`src/rtl/gcn_settings.svh`:
```
`ifndef GCN_SETTINGS_SVH
`define GCN_SETTINGS_SVH

// graph size
`define GCN_NODES 6
`define GCN_EDGES 6

// feature stream, two features per read
`define GCN_FEATS 96
`define GCN_PAIRS (`GCN_FEATS / 2)

// output classes per node
`define GCN_CLASSES 3

// data widths
`define GCN_FEAT_W 5
`define GCN_WGT_W 5
// worst case 96 * 186 * 31 fits in 21 bits
`define GCN_SCORE_W 21

`endif

```
`src/rtl/gcn_types_pkg.sv`:
```
`include "gcn_settings.svh"

package gcn_types_pkg;

    // node id, 1..6, 0 means no edge
    typedef logic [2:0] node_id_t;

    // unsigned data words
    typedef logic [`GCN_FEAT_W-1:0] feat_t;
    typedef logic [`GCN_WGT_W-1:0] wgt_t;
    // sum of up to 6 neighbour features
    typedef logic [`GCN_FEAT_W+2:0] agg_t;
    typedef logic [`GCN_SCORE_W-1:0] score_t;
    typedef logic [1:0] class_t;

    // shared feature/weight read address
    typedef logic [5:0] pair_addr_t;
    // one row of the adjacency matrix, bit m set for neighbour m
    typedef logic [`GCN_NODES-1:0] adj_row_t;

    // one coordinate-list entry
    typedef struct packed {
        node_id_t a;
        node_id_t b;
    } edge_t;

    typedef edge_t [`GCN_EDGES-1:0] coo_t;

    // [feature of the pair][node]
    typedef feat_t [1:0][`GCN_NODES-1:0] feat_pair_t;
    // [feature of the pair][class]
    typedef wgt_t [1:0][`GCN_CLASSES-1:0] wgt_pair_t;
    // [feature of the pair][node]
    typedef agg_t [1:0][`GCN_NODES-1:0] agg_pair_t;

    // weight pair lined up with the aggregator output
    typedef struct packed {
        logic valid;
        logic last;
        wgt_pair_t wgt;
    } wgt_stage_t;

    typedef class_t [`GCN_NODES-1:0] class_vec_t;

endpackage

```
`src/rtl/gcn_ctrl_pkg.sv`:
```
package gcn_ctrl_pkg;

    // run sequence of the engine
    typedef enum logic [2:0] {
        ST_IDLE,
        // one edge per cycle into the adjacency matrix
        ST_BUILD,
        // 48 pair reads
        ST_FETCH,
        // wait for the argmax to finish
        ST_SCORE,
        // done held, y valid
        ST_FINISHED
    } ctrl_state_t;

    // strobes from the controller to the datapath
    typedef struct packed {
        // one cycle at run start
        logic clear;
        // high through the build phase
        logic build_en;
        // edge being added during build
        logic [2:0] edge_idx;
        // read data present on feat_data and wgt_data
        logic fetch_valid;
    } ctrl_t;

endpackage

```
`src/rtl/neighbor_aggregator.sv`:
```
`timescale 1ns/10ps
`include "gcn_settings.svh"

module neighbor_aggregator (
    input  logic                      clk,
    input  logic                      rst_n,
    input  gcn_ctrl_pkg::ctrl_t       ctrl,
    input  gcn_types_pkg::coo_t       coo,
    input  gcn_types_pkg::feat_pair_t feat_data,
    output gcn_types_pkg::agg_pair_t  agg
);
    import gcn_types_pkg::*;

    coo_t                      coo_r;
    adj_row_t [`GCN_NODES-1:0] adj;
    edge_t                     edge_sel;
    logic [2:0]                idx_a;
    logic [2:0]                idx_b;
    logic                      edge_ok;
    agg_pair_t                 agg_nxt;

    // adjacency must stay symmetric with an empty diagonal
    function automatic logic adj_well_formed(input adj_row_t [`GCN_NODES-1:0] rows);
        logic ok;
        ok = 1'b1;
        for (int n = 0; n < `GCN_NODES; n++) begin
            if (rows[n][n]) ok = 1'b0;
            for (int m = 0; m < `GCN_NODES; m++) begin
                if (rows[n][m] != rows[m][n]) ok = 1'b0;
            end
        end
        return ok;
    endfunction

    //////////////////////////////
    // adjacency build
    always_ff @(posedge clk) begin
        if (ctrl.clear) coo_r <= coo;
    end

    assign edge_sel = coo_r[ctrl.edge_idx];
    // ids are 1-based
    assign idx_a    = edge_sel.a - 3'd1;
    assign idx_b    = edge_sel.b - 3'd1;
    // no-edge, self loop and out of range ids are skipped
    assign edge_ok  = (edge_sel.a != '0) && (edge_sel.b != '0) &&
                      (edge_sel.a != edge_sel.b) &&
                      (edge_sel.a <= node_id_t'(`GCN_NODES)) &&
                      (edge_sel.b <= node_id_t'(`GCN_NODES));

    always_ff @(posedge clk or negedge rst_n) begin
        if (!rst_n) begin
            adj <= '0;
        end else if (ctrl.clear) begin
            adj <= '0;
        end else if (ctrl.build_en && edge_ok) begin
            // both directions in the same cycle
            adj[idx_a][idx_b] <= 1'b1;
            adj[idx_b][idx_a] <= 1'b1;
        end
    end

    //////////////////////////////
    // neighbour sums
    always_comb begin
        for (int f = 0; f < 2; f++) begin
            for (int n = 0; n < `GCN_NODES; n++) begin
                agg_nxt[f][n] = '0;
                for (int m = 0; m < `GCN_NODES; m++) begin
                    if (adj[n][m]) agg_nxt[f][n] = agg_nxt[f][n] + agg_t'(feat_data[f][m]);
                end
            end
        end
    end

    // one register stage, lines up with weight_aligner
    always_ff @(posedge clk) begin
        if (ctrl.fetch_valid) agg <= agg_nxt;
    end

    a_adj_sym: assert property (@(posedge clk) disable iff (!rst_n)
        adj_well_formed(adj))
        else $error("adjacency matrix not symmetric or has a self loop");

endmodule

```
`config.mk`:
```
export PLATFORM = sky130hd
export DESIGN_NAME = neighbor_aggregator
export DESIGN_NICKNAME = d
export VERILOG_FILES = /design/src/rtl/gcn_types_pkg.sv /design/src/rtl/gcn_ctrl_pkg.sv /design/src/rtl/neighbor_aggregator.sv
export VERILOG_INCLUDE_DIRS = /design/src /design/src/rtl
export SDC_FILE = /design/constraint.sdc
export NUM_CORES = 1
export LEC_CHECK = 0
export BUFFER_PORTS_ARGS = -buffer_cell sky130_fd_sc_hd__buf_4
export CELL_PAD_IN_SITES_DETAIL_PLACEMENT = 0
export CELL_PAD_IN_SITES_GLOBAL_PLACEMENT = 1
export CORE_MARGIN = 4
export CORE_UTILIZATION = 43
export DETAILED_ROUTE_END_ITERATION = 12
export HOLD_SLACK_MARGIN = 0.15
export PLACE_DENSITY_LB_ADDON = 0.1
export RECOVER_POWER = 50
export SLEW_MARGIN = 10
export SYNTH_ARGS = -nofsm -noshare
export SYNTH_HDL_FRONTEND = slang
export SYNTH_SLANG_ARGS = --single-unit
```
`constraint.sdc`:
```
create_clock -name clk -period 5.7 [get_ports clk]
set_clock_uncertainty 0.2 [all_clocks]
set_input_delay 0.285 -clock clk [delete_from_list [all_inputs] [get_ports clk]]
set_output_delay 0.285 -clock clk [all_outputs]
set_load 0.02 [all_outputs]
```
# Yosys cells after proc, flatten, opt, wreduce, memory -nomap -nowiden
# Index checks and enable logic that the tools add are counted.
[word_totals] ff_bits=168 inputBits=104
[op_classes] n_addsub=62 n_lt_le_gt_ge=7 eq_ne=1 muxes=84 bitwise=2 n_reduce_logical=10
[op_table] op="8-bit by 5-bit adder with 8-bit output" n=60
[op_table] op="8-bit 2-to-1 mux" n=60
[op_table] op="36-bit 2-to-1 mux" n=2
[op_table] op="36-bit OR" n=2
[op_table] op="5-bit 2-to-1 mux" n=12
[op_table] op="6-bit demux with 3-bit select" n=2
[op_table] op="6-bit binary-select mux with 3-bit select" n=1
[op_table] op="6-bit 2-to-1 mux" n=3
[op_table] op="3-bit by 4-bit < comparator with 1-bit output, second input constant" n=3
[op_table] op="1-bit logical AND" n=7
[op_table] op="1-bit demux with 3-bit select" n=2
[op_table] op="3-bit by 1-bit >= comparator with 1-bit output, second input constant" n=2
[op_table] op="3-bit <= comparator, second input constant" n=2
[op_table] op="3-bit nonzero test" n=2
[op_table] op="3-bit by 1-bit subtractor with 3-bit output, second input constant" n=2
[op_table] op="3-bit inequality test" n=1
[op_table] op="1-bit 2-to-1 mux" n=2
[op_table] op="2-bit nonzero test" n=1

# Longest topological paths before layout
# Gate-level depths: netlist (run 1).
[logic_depth] word_depth=13 ltp_mapped=35 ltp_nobuf=33

# Worst setup path after synthesis (run 1)
# OpenSTA, ideal clock, no wires.
[synth_path] path_type="reg2reg" startpoint="register adj[0] (netlist bit)" endpoint="register agg[6] (netlist bit), data pin" setup_ps=261 t_arrival_ps=5707 t_required_ps=5239 slack_ps=-468 stages_incl_launch_ff=32 path_buffers=3 path_cell_list="dfrtp_1 clkbuf_1 clkbuf_1 clkbuf_1 nand2_1 xnor2_1 ha_1 a311oi_1 a211oi_1 o21ai_1 o21ai_1 ha_1 a211oi_1 nor2_1 xnor2_1 mux2_2 ha_1 a211oi_1 o21ai_0 o21a_1 ha_1 o21a_1 nor2_1 xnor2_1 mux2_2 ha_1 nor2b_1 o21ai_0 nor2_1 mux2i_1 nor2_1 a221o_1"
[synth_lines] item="start: declaration" line="neighbor_aggregator.sv:15" text="adj_row_t [`GCN_NODES-1:0] adj;"
[synth_lines] item="start signal: assignment" line="neighbor_aggregator.sv:53" text="adj <= '0;"
[synth_lines] item="start signal: assignment" line="neighbor_aggregator.sv:55" text="adj <= '0;"
[synth_lines] item="start signal: indexed assignment" line="neighbor_aggregator.sv:58" text="adj[idx_a][idx_b] <= 1'b1;"
[synth_lines] item="end signal: assignment" line="neighbor_aggregator.sv:78" text="if (ctrl.fetch_valid) agg <= agg_nxt;"
[synth_lines] item="end: declaration" line="neighbor_aggregator.sv:10" text="output gcn_types_pkg::agg_pair_t agg"

==> results.sh, run 1 <==
export IMPL_cp_cell_sequence="and2_4 > ha_4 > ha_4 > a21o_1 > maj3_2 > a31oi_1 > xor2_1 > o21ai_1 > ha_1 > xnor2_1 > mux2_4 > ha_4 > xnor2_1 > mux2_4 > ha_4 > o2111ai_1 > a22oi_2 > xnor2_1 > nand2_1 > a31oi_4 > nand2_2 > mux2i_1 > a221o_1"
export IMPL_total_power_mw=4.153
export IMPL_first_iter_violations=1494
export IMPL_cp_num_cells=23
export IMPL_path_delay_family="compound AO/OA/AOI/OAI gates"
export IMPL_grtUsageTotal=0.2887
export IMPL_finalCriticalPeriod_ns=5.715
export IMPL_yosys_area_share_simple=0.1317
export IMPL_required_ns=5.76
export IMPL_fin_ws_ns=-0.01514
export IMPL_worstSetupPathType="reg2reg"
export IMPL_status="complete, but fails checks"
export IMPL_viasPerCell=5.793
export IMPL_period_share=1.003
export IMPL_dr_pass1_iters=5
export IMPL_violations="capacitance limit, slew limit, setup timing"
export IMPL_clk_latency_ns=0.51
export IMPL_antenna_found_initial=1
export IMPL_syn_to_final_growth_pct=44.38
export IMPL_end_kind="flop"
export IMPL_route_vias_total=24960
export IMPL_yosysWarnings=0
export IMPL_clock_sinks=168
export IMPL_whs_path_depth=3
export IMPL_synth_xor_area_frac=0.08345
export IMPL_grt_pass1_vias=24140
export IMPL_crit_path_frequent_cell="ha_4"
export IMPL_fp_row_count=87
export IMPL_die_area_sq_um=60720
export IMPL_synth_adder_area_share=0.1951
export IMPL_drcViolationCount=0
export IMPL_tightest_slew_ns=4.064
export IMPL_clockBufferDepth=2
export IMPL_synth_edf_count=132
export IMPL_vdd_drop_max_v=0.0002478
export IMPL_syn_nets=3255
export IMPL_cts_tree="done"
export IMPL_r2r_cells=23
export IMPL_place_congestion=0.9410
export IMPL_arrival_ns=5.78
export IMPL_seq_area_sq_um=4866
export IMPL_grt_max_degree=74
export IMPL_async_flop_share=0.2143
export IMPL_final_common_cell="buf_4"
export IMPL_finalHoldViolations=0
export IMPL_powerDensity_nw_per_um2=117.7
export IMPL_fill_cells=4666
export IMPL_slowest_delay_ns=0.46
export IMPL_cts_clk_slew_worst_paths_ns=0.08
export IMPL_ys_seq_elements=168
export IMPL_overflow=0
export IMPL_slew_viol_final=157
export IMPL_worst_path_max_delay_cell="dfrtp_2"
export IMPL_dp_hpwl_mm=65.72
export IMPL_htree_levels=4
export IMPL_fin_nets=3985
export IMPL_netlist_area_sq_um=24440
export IMPL_synth_compound_area_frac=0.2432
export IMPL_drive_gt1_frac=0.4119
export IMPL_setup_viol=1
export IMPL_wl_per_cell_microns=21.64
export IMPL_portBuffers=199
export IMPL_synth_top_family_by_area="compound AO/OA/AOI/OAI gates"
export IMPL_grt_pass1_wl_mm=135.0
export IMPL_hold_class="in2reg"
export IMPL_holdWs_ns=0.2834
export IMPL_syn_inst=2809
export IMPL_numCtsBuffers=17
export IMPL_multi_input_area_sq_um=22240
export IMPL_clock_root_buffer="clkbuf_16"
export IMPL_leakagePower_nw=15.62
export IMPL_layout_common_cells="buf_4 (674), nand2_1 (174), ha_1 (171)"
export IMPL_wl_mm=93.23
export IMPL_dieWidth_microns=246.4
export IMPL_relSlewSlack=-1.709
export IMPL_synth_ff_type="edfxtp_1"
export IMPL_io_pins=200
export IMPL_start_util=0.4343
export IMPL_coreArea_sq_um=56280
export IMPL_ys_seq_area_frac=0.1990
export IMPL_crit_path_start_kind="flop"
export IMPL_rsz0062_at_grt="true"
export IMPL_utilization=0.6270
export IMPL_post_synth_mux_area_share=0.1094
export IMPL_die_h_microns=246.4
export IMPL_max_cap_viol_count=3
export IMPL_fmax_mhz=175.0
export IMPL_path_max_fanout=6
export IMPL_worst_path_buf_inv=0
export IMPL_final_antenna_net_count=0
export IMPL_place_ws_ns=-0.4041
export IMPL_synth_area_per_cell_sq_um=8.700
export IMPL_synth_cell_types=88
[area by class of cell]
| class | count | share of cell area |
|---|---|---|
| Tap cell | 756 | 0.02681 |
| Antenna cell | 1 | 0.00007092 |
| Sequential cell | 168 | 0.1379 |
| Multi-Input combinational cell | 2402 | 0.6303 |
| Inverter | 133 | 0.01415 |
| Clock inverter | 15 | 0.005248 |
| Timing Repair Buffer | 817 | 0.1735 |
| Clock buffer | 17 | 0.01206 |
[power breakdown]
group	switching (mW)	total [mW]	internal, mW	leakage (nW)
Clock	0.686	1.29	0.599	0.296
Sequential	0.0313	1.42	1.39	1.84
Combinational	0.786	1.45	0.660	13.5
Total	1.50	4.15	2.65	15.6
[logic make-up after synthesis]
group,Yosys count
AOI/OAI and AO/OA,908
xor gates and xnor gates,232
DFF,168
adders and majority gates,354
buffers and inverters,239
muxes,238
and+or+nand+nor,670
[worst paths after layout]
check / slack, ns / start / to
setup / recovery: -0.02 / adj[0] / agg[6]
hold / removal: 0.28 / feat_data[25] / agg[16]
setup reg to reg: -0.02 / adj[0] / agg[6]
hold reg to reg: 0.44 / adj[2] / adj[2]
max in group asynchronous: 2.46 / rst_n / adj[0]
min in group asynchronous: 1.03 / rst_n / adj[34]
[flip-flops by register name, summed over array words and instances (netlist names)]
name   cells
adj       36
agg       96
coo_r     36
[Yosys cell counts (65+ instances only)]
cell type  instances  share of area
nand2_1          192          0.029
nand3_1           71          0.015
ha_1             294           0.15
o21a_1            65          0.020
clkbuf_1          72          0.011
a21o_1           109          0.033
mux2_2           170          0.078
inv_1            127          0.020
xnor2_1          170          0.061
nor2_1           175          0.027
a21oi_1          201          0.041
o21ai_0          185          0.038
edfxtp_1         132           0.16
nor2b_1           66          0.017
[through the flow]
stage	area (sq um)	TNS [ns]	cells
2_1_floorplan	24600	-0.05443	2809
3_3_place_gp	29870	-4.402	4092
3_5_place_dp	29870	-9.681	4092
4_1_cts	32420	-0.01208	4229
5_1_grt	35280	-3.723	4308
6_report	35290	-0.01514	4309
[timing repair]
item | in CTS | in global routing
endpoints found under the setup margin | 44 | 53
resized for setup | 203 | 507
pin swaps | 91 | 254
hold buffers | 37 | 0
endpoints found under the hold margin | 72 | 0
buffers inserted | 68 | 80
[layer usage]
metal,up-vias,GRT usage,share of wire
met2,695,0.4738,0.47
met5,-,0,0
met1,12190,0.3722,0.42
li1,11930,-,-
met3,152,0.04277,0.059
met4,0,0.1403,0.052
[worst min-delay path, stage by stage]
cell and delay (ns):
buf_4 0.28, ha_1 0.18, mux2_2 0.13
Note: power is estimated with default switching activity, not from simulation.
==> run 2, diff against run 1 <==
--- a/config.mk
+++ b/config.mk
@@ -6,11 +6,12 @@
 export SDC_FILE = /design/constraint.sdc
 export NUM_CORES = 1
 export LEC_CHECK = 0
+export ABC_AREA = 1
 export BUFFER_PORTS_ARGS = -buffer_cell sky130_fd_sc_hd__buf_4
 export CELL_PAD_IN_SITES_DETAIL_PLACEMENT = 0
 export CELL_PAD_IN_SITES_GLOBAL_PLACEMENT = 1
 export CORE_MARGIN = 4
-export CORE_UTILIZATION = 43
+export CORE_UTILIZATION = 41
 export DETAILED_ROUTE_END_ITERATION = 12
 export HOLD_SLACK_MARGIN = 0.15
 export PLACE_DENSITY_LB_ADDON = 0.1
==> run 2 against run 1 <==
Against the previous run: cell area is 7.4% lower; the flow finishes with violations (capacitance limit, slew limit); largest power group unchanged; power is 69% higher; global-route usage is 0.080 points higher.
==> results.sh, run 2 <==
export IMPL_fin_ws_ns=0.1370
export IMPL_largest_reg_flops=96
export IMPL_tightest_slew_ns=3.050
export IMPL_max_cap_viol_count=2
export IMPL_end_kind="flop"
export IMPL_coreArea_sq_um=57590
export IMPL_top_regs="agg (96), adj (36), coo_r (36)"
export IMPL_route_vias_total=26330
export IMPL_clock_sinks=168
export IMPL_seq_area_sq_um=4873
export IMPL_yosysTopAreaCellShare=0.1662
export IMPL_grtUsageTotal=0.2895
export IMPL_dp_hpwl_mm=72.59
export IMPL_setup_viol=0
export IMPL_first_iter_violations=1868
export IMPL_synth_ff_type="edfxtp_1"
export IMPL_clk_latency_ns=0.50
export IMPL_fp_row_count=88
export IMPL_htree_levels=4
export IMPL_io_pins=200
export IMPL_synth_area_per_cell_sq_um=6.747
export IMPL_die_area_sq_um=62080
export IMPL_finalHoldViolations=0
export IMPL_ys_seq_area_frac=0.2040
export IMPL_leakagePower_nw=16.19
export IMPL_fin_tns_setup_ns=0
export IMPL_clock_root_buffer="clkbuf_16"
export IMPL_grt_pass1_wl_mm=138.8
export IMPL_yosysWarnings=0
export IMPL_drcViolationCount=0
export IMPL_rrSetupSlack_ns=0.14
export IMPL_hp_start="coo[18]"
export IMPL_dieWidth_microns=249.2
export IMPL_cts_tree="done"
export IMPL_start_util=0.4141
export IMPL_grt_pass1_vias=23520
export IMPL_layout_common_cells="nand2_1 (937), buf_4 (573), inv_1 (422)"
export IMPL_async_flop_share=0.2143
export IMPL_synth_cell_types=49
export IMPL_slowest_delay_ns=0.48
export IMPL_yosysTopAreaCell="edfxtp_1"
export IMPL_hold_class="in2reg"
export IMPL_clockBufferDepth=2
export IMPL_syn_nets=3980
export IMPL_arrival_ns=5.62
export IMPL_multi_input_area_sq_um=19010
export IMPL_wl_mm=96.86
export IMPL_status="complete, but fails checks"
export IMPL_worstSetupPathType="reg2reg"
export IMPL_overflow=0
export IMPL_netlist_area_sq_um=23840
export IMPL_viasPerCell=5.281
export IMPL_die_h_microns=249.2
export IMPL_ys_seq_elements=168
export IMPL_antenna_found_initial=2
export IMPL_final_antenna_net_count=0
export IMPL_final_common_cell="nand2_1"
export IMPL_violations="capacitance limit, slew limit"
export IMPL_path_max_fanout=5
export IMPL_slew_viol_final=96
export IMPL_place_congestion=0.9487
export IMPL_required_ns=5.75
export IMPL_dr_pass1_iters=6
export IMPL_total_power_mw=7.032
export IMPL_placed_area_sq_um=29140
export IMPL_place_ws_ns=-0.4627
export IMPL_synth_edf_count=132
export IMPL_yosysMostFrequentCell="nand2_1"
export IMPL_grt_max_degree=61
export IMPL_ys_top_cells_by_count="nand2_1 (984), inv_1 (443), nand3_1 (354), ha_1 (294), a21oi_1 (203)"
export IMPL_r2r_start="adj[0]"
export IMPL_period_share=0.9760
export IMPL_utilization=0.5674
export IMPL_finalCriticalPeriod_ns=5.563
export IMPL_syn_to_final_growth_pct=37.04
export IMPL_numCtsBuffers=17
export IMPL_relSlewSlack=-1.034
export IMPL_antenna_cells=0
export IMPL_drive_gt1_frac=0.2855
export IMPL_final_cell_area_sq_um=32680
export IMPL_regMostFlops="agg"
export IMPL_netlist_top_cells_area="edfxtp_1 (17%), nand2_1 (15%), ha_1 (15%)"
export IMPL_critPathLaunch="adj[0]"
export IMPL_syn_inst=3534
export IMPL_wl_per_cell_microns=19.43
export IMPL_rsz0062_at_grt="true"
export IMPL_fill_cells=5548
export IMPL_cts_clk_slew_worst_paths_ns=0.09
export IMPL_crit_path_start_kind="flop"
export IMPL_vdd_drop_max_v=0.0002469
export IMPL_fin_nets=4653
export IMPL_fmax_mhz=179.8
export IMPL_portBuffers=199
export IMPL_worst_path_max_delay_cell="dfrtp_2"
export IMPL_powerDensity_nw_per_um2=215.2
[run 2: layout make-up]
type                            count  share of cell area
Clock buffer                       17             0.01302
Multi-Input combinational cell   2796              0.5818
Clock inverter                     15            0.005169
Tap cell                          765             0.02929
Inverter                          472             0.05430
Sequential cell                   168              0.1491
Timing Repair Buffer              752              0.1673
[run 2: path summary, 6_finish.rpt]
| path | end | cells after the start |
|---|---|---|
| worst max-delay path | agg[55] | 28 |
| worst min-delay path | coo_r[18] | 2 |
| worst max register to register | agg[55] | 28 |
| worst min register to register | adj[22] | 2 |
| max in group asynchronous | adj[18] | 4 |
| min in group asynchronous | adj[12] | 3 |
[run 2: critical path, delay by kind of cell (launching register included)]
| kind | cells | cell delay, ns |
|---|---|---|
| xor gates and xnor gates | 3 | 0.51 |
| AOI/OAI and AO/OA | 8 | 1.44 |
| buffers and inverters | 4 | 0.47 |
| DFF | 1 | 0.48 |
| and+or+nand+nor | 7 | 0.49 |
| adders and majority gates | 6 | 1.70 |
[run 2: timing repair]
item                                    CTS  global route
endpoints found under the setup margin   45            56
hold endpoints to repair                120             0
cloned                                    0             0
resized for setup                        91           467
setup buffers                            12            55
hold buffers                             41             0
pin swaps                                10           227
[run 2: cells by family after synthesis]
| family | after synthesis | synth area share |
|---|---|---|
| xor+xnor | 139 | 0.05137 |
| compound gates | 595 | 0.1378 |
| flops | 168 | 0.2040 |
| buf+inv | 570 | 0.09645 |
| simple gates | 1720 | 0.3158 |
| fa+ha+maj | 342 | 0.1946 |
[run 2: power by group]
part / total [mW] / switching (mW) / internal (mW)
logic: 4.15 / 2.31 / 1.84
registers: 1.61 / 0.0979 / 1.51
clock network: 1.28 / 0.687 / 0.593
total: 7.03 / 3.09 / 3.94
[run 2: metrics by stage]
step / std cells / hold slack, ns
after floorplan: 3534 / -0.2106
after global placement: 4845 / 0.1605
after detailed placement: 4845 / 0.1613
after CTS: 4930 / 0.2536
after global routing: 4985 / 0.2988
final: 4985 / 0.3044
[run 2: metal layers]
metal / share of wire / wire, microns / GRT usage / up-vias
met1: 0.46 / 44390 / 0.4160 / 12240
met2: 0.43 / 41650 / 0.4359 / 852
met3: 0.075 / 7228 / 0.06212 / 149
li1: - / - / - / 13080
met5: 0.00029 / 28 / 0 / -
met4: 0.037 / 3555 / 0.08878 / 4
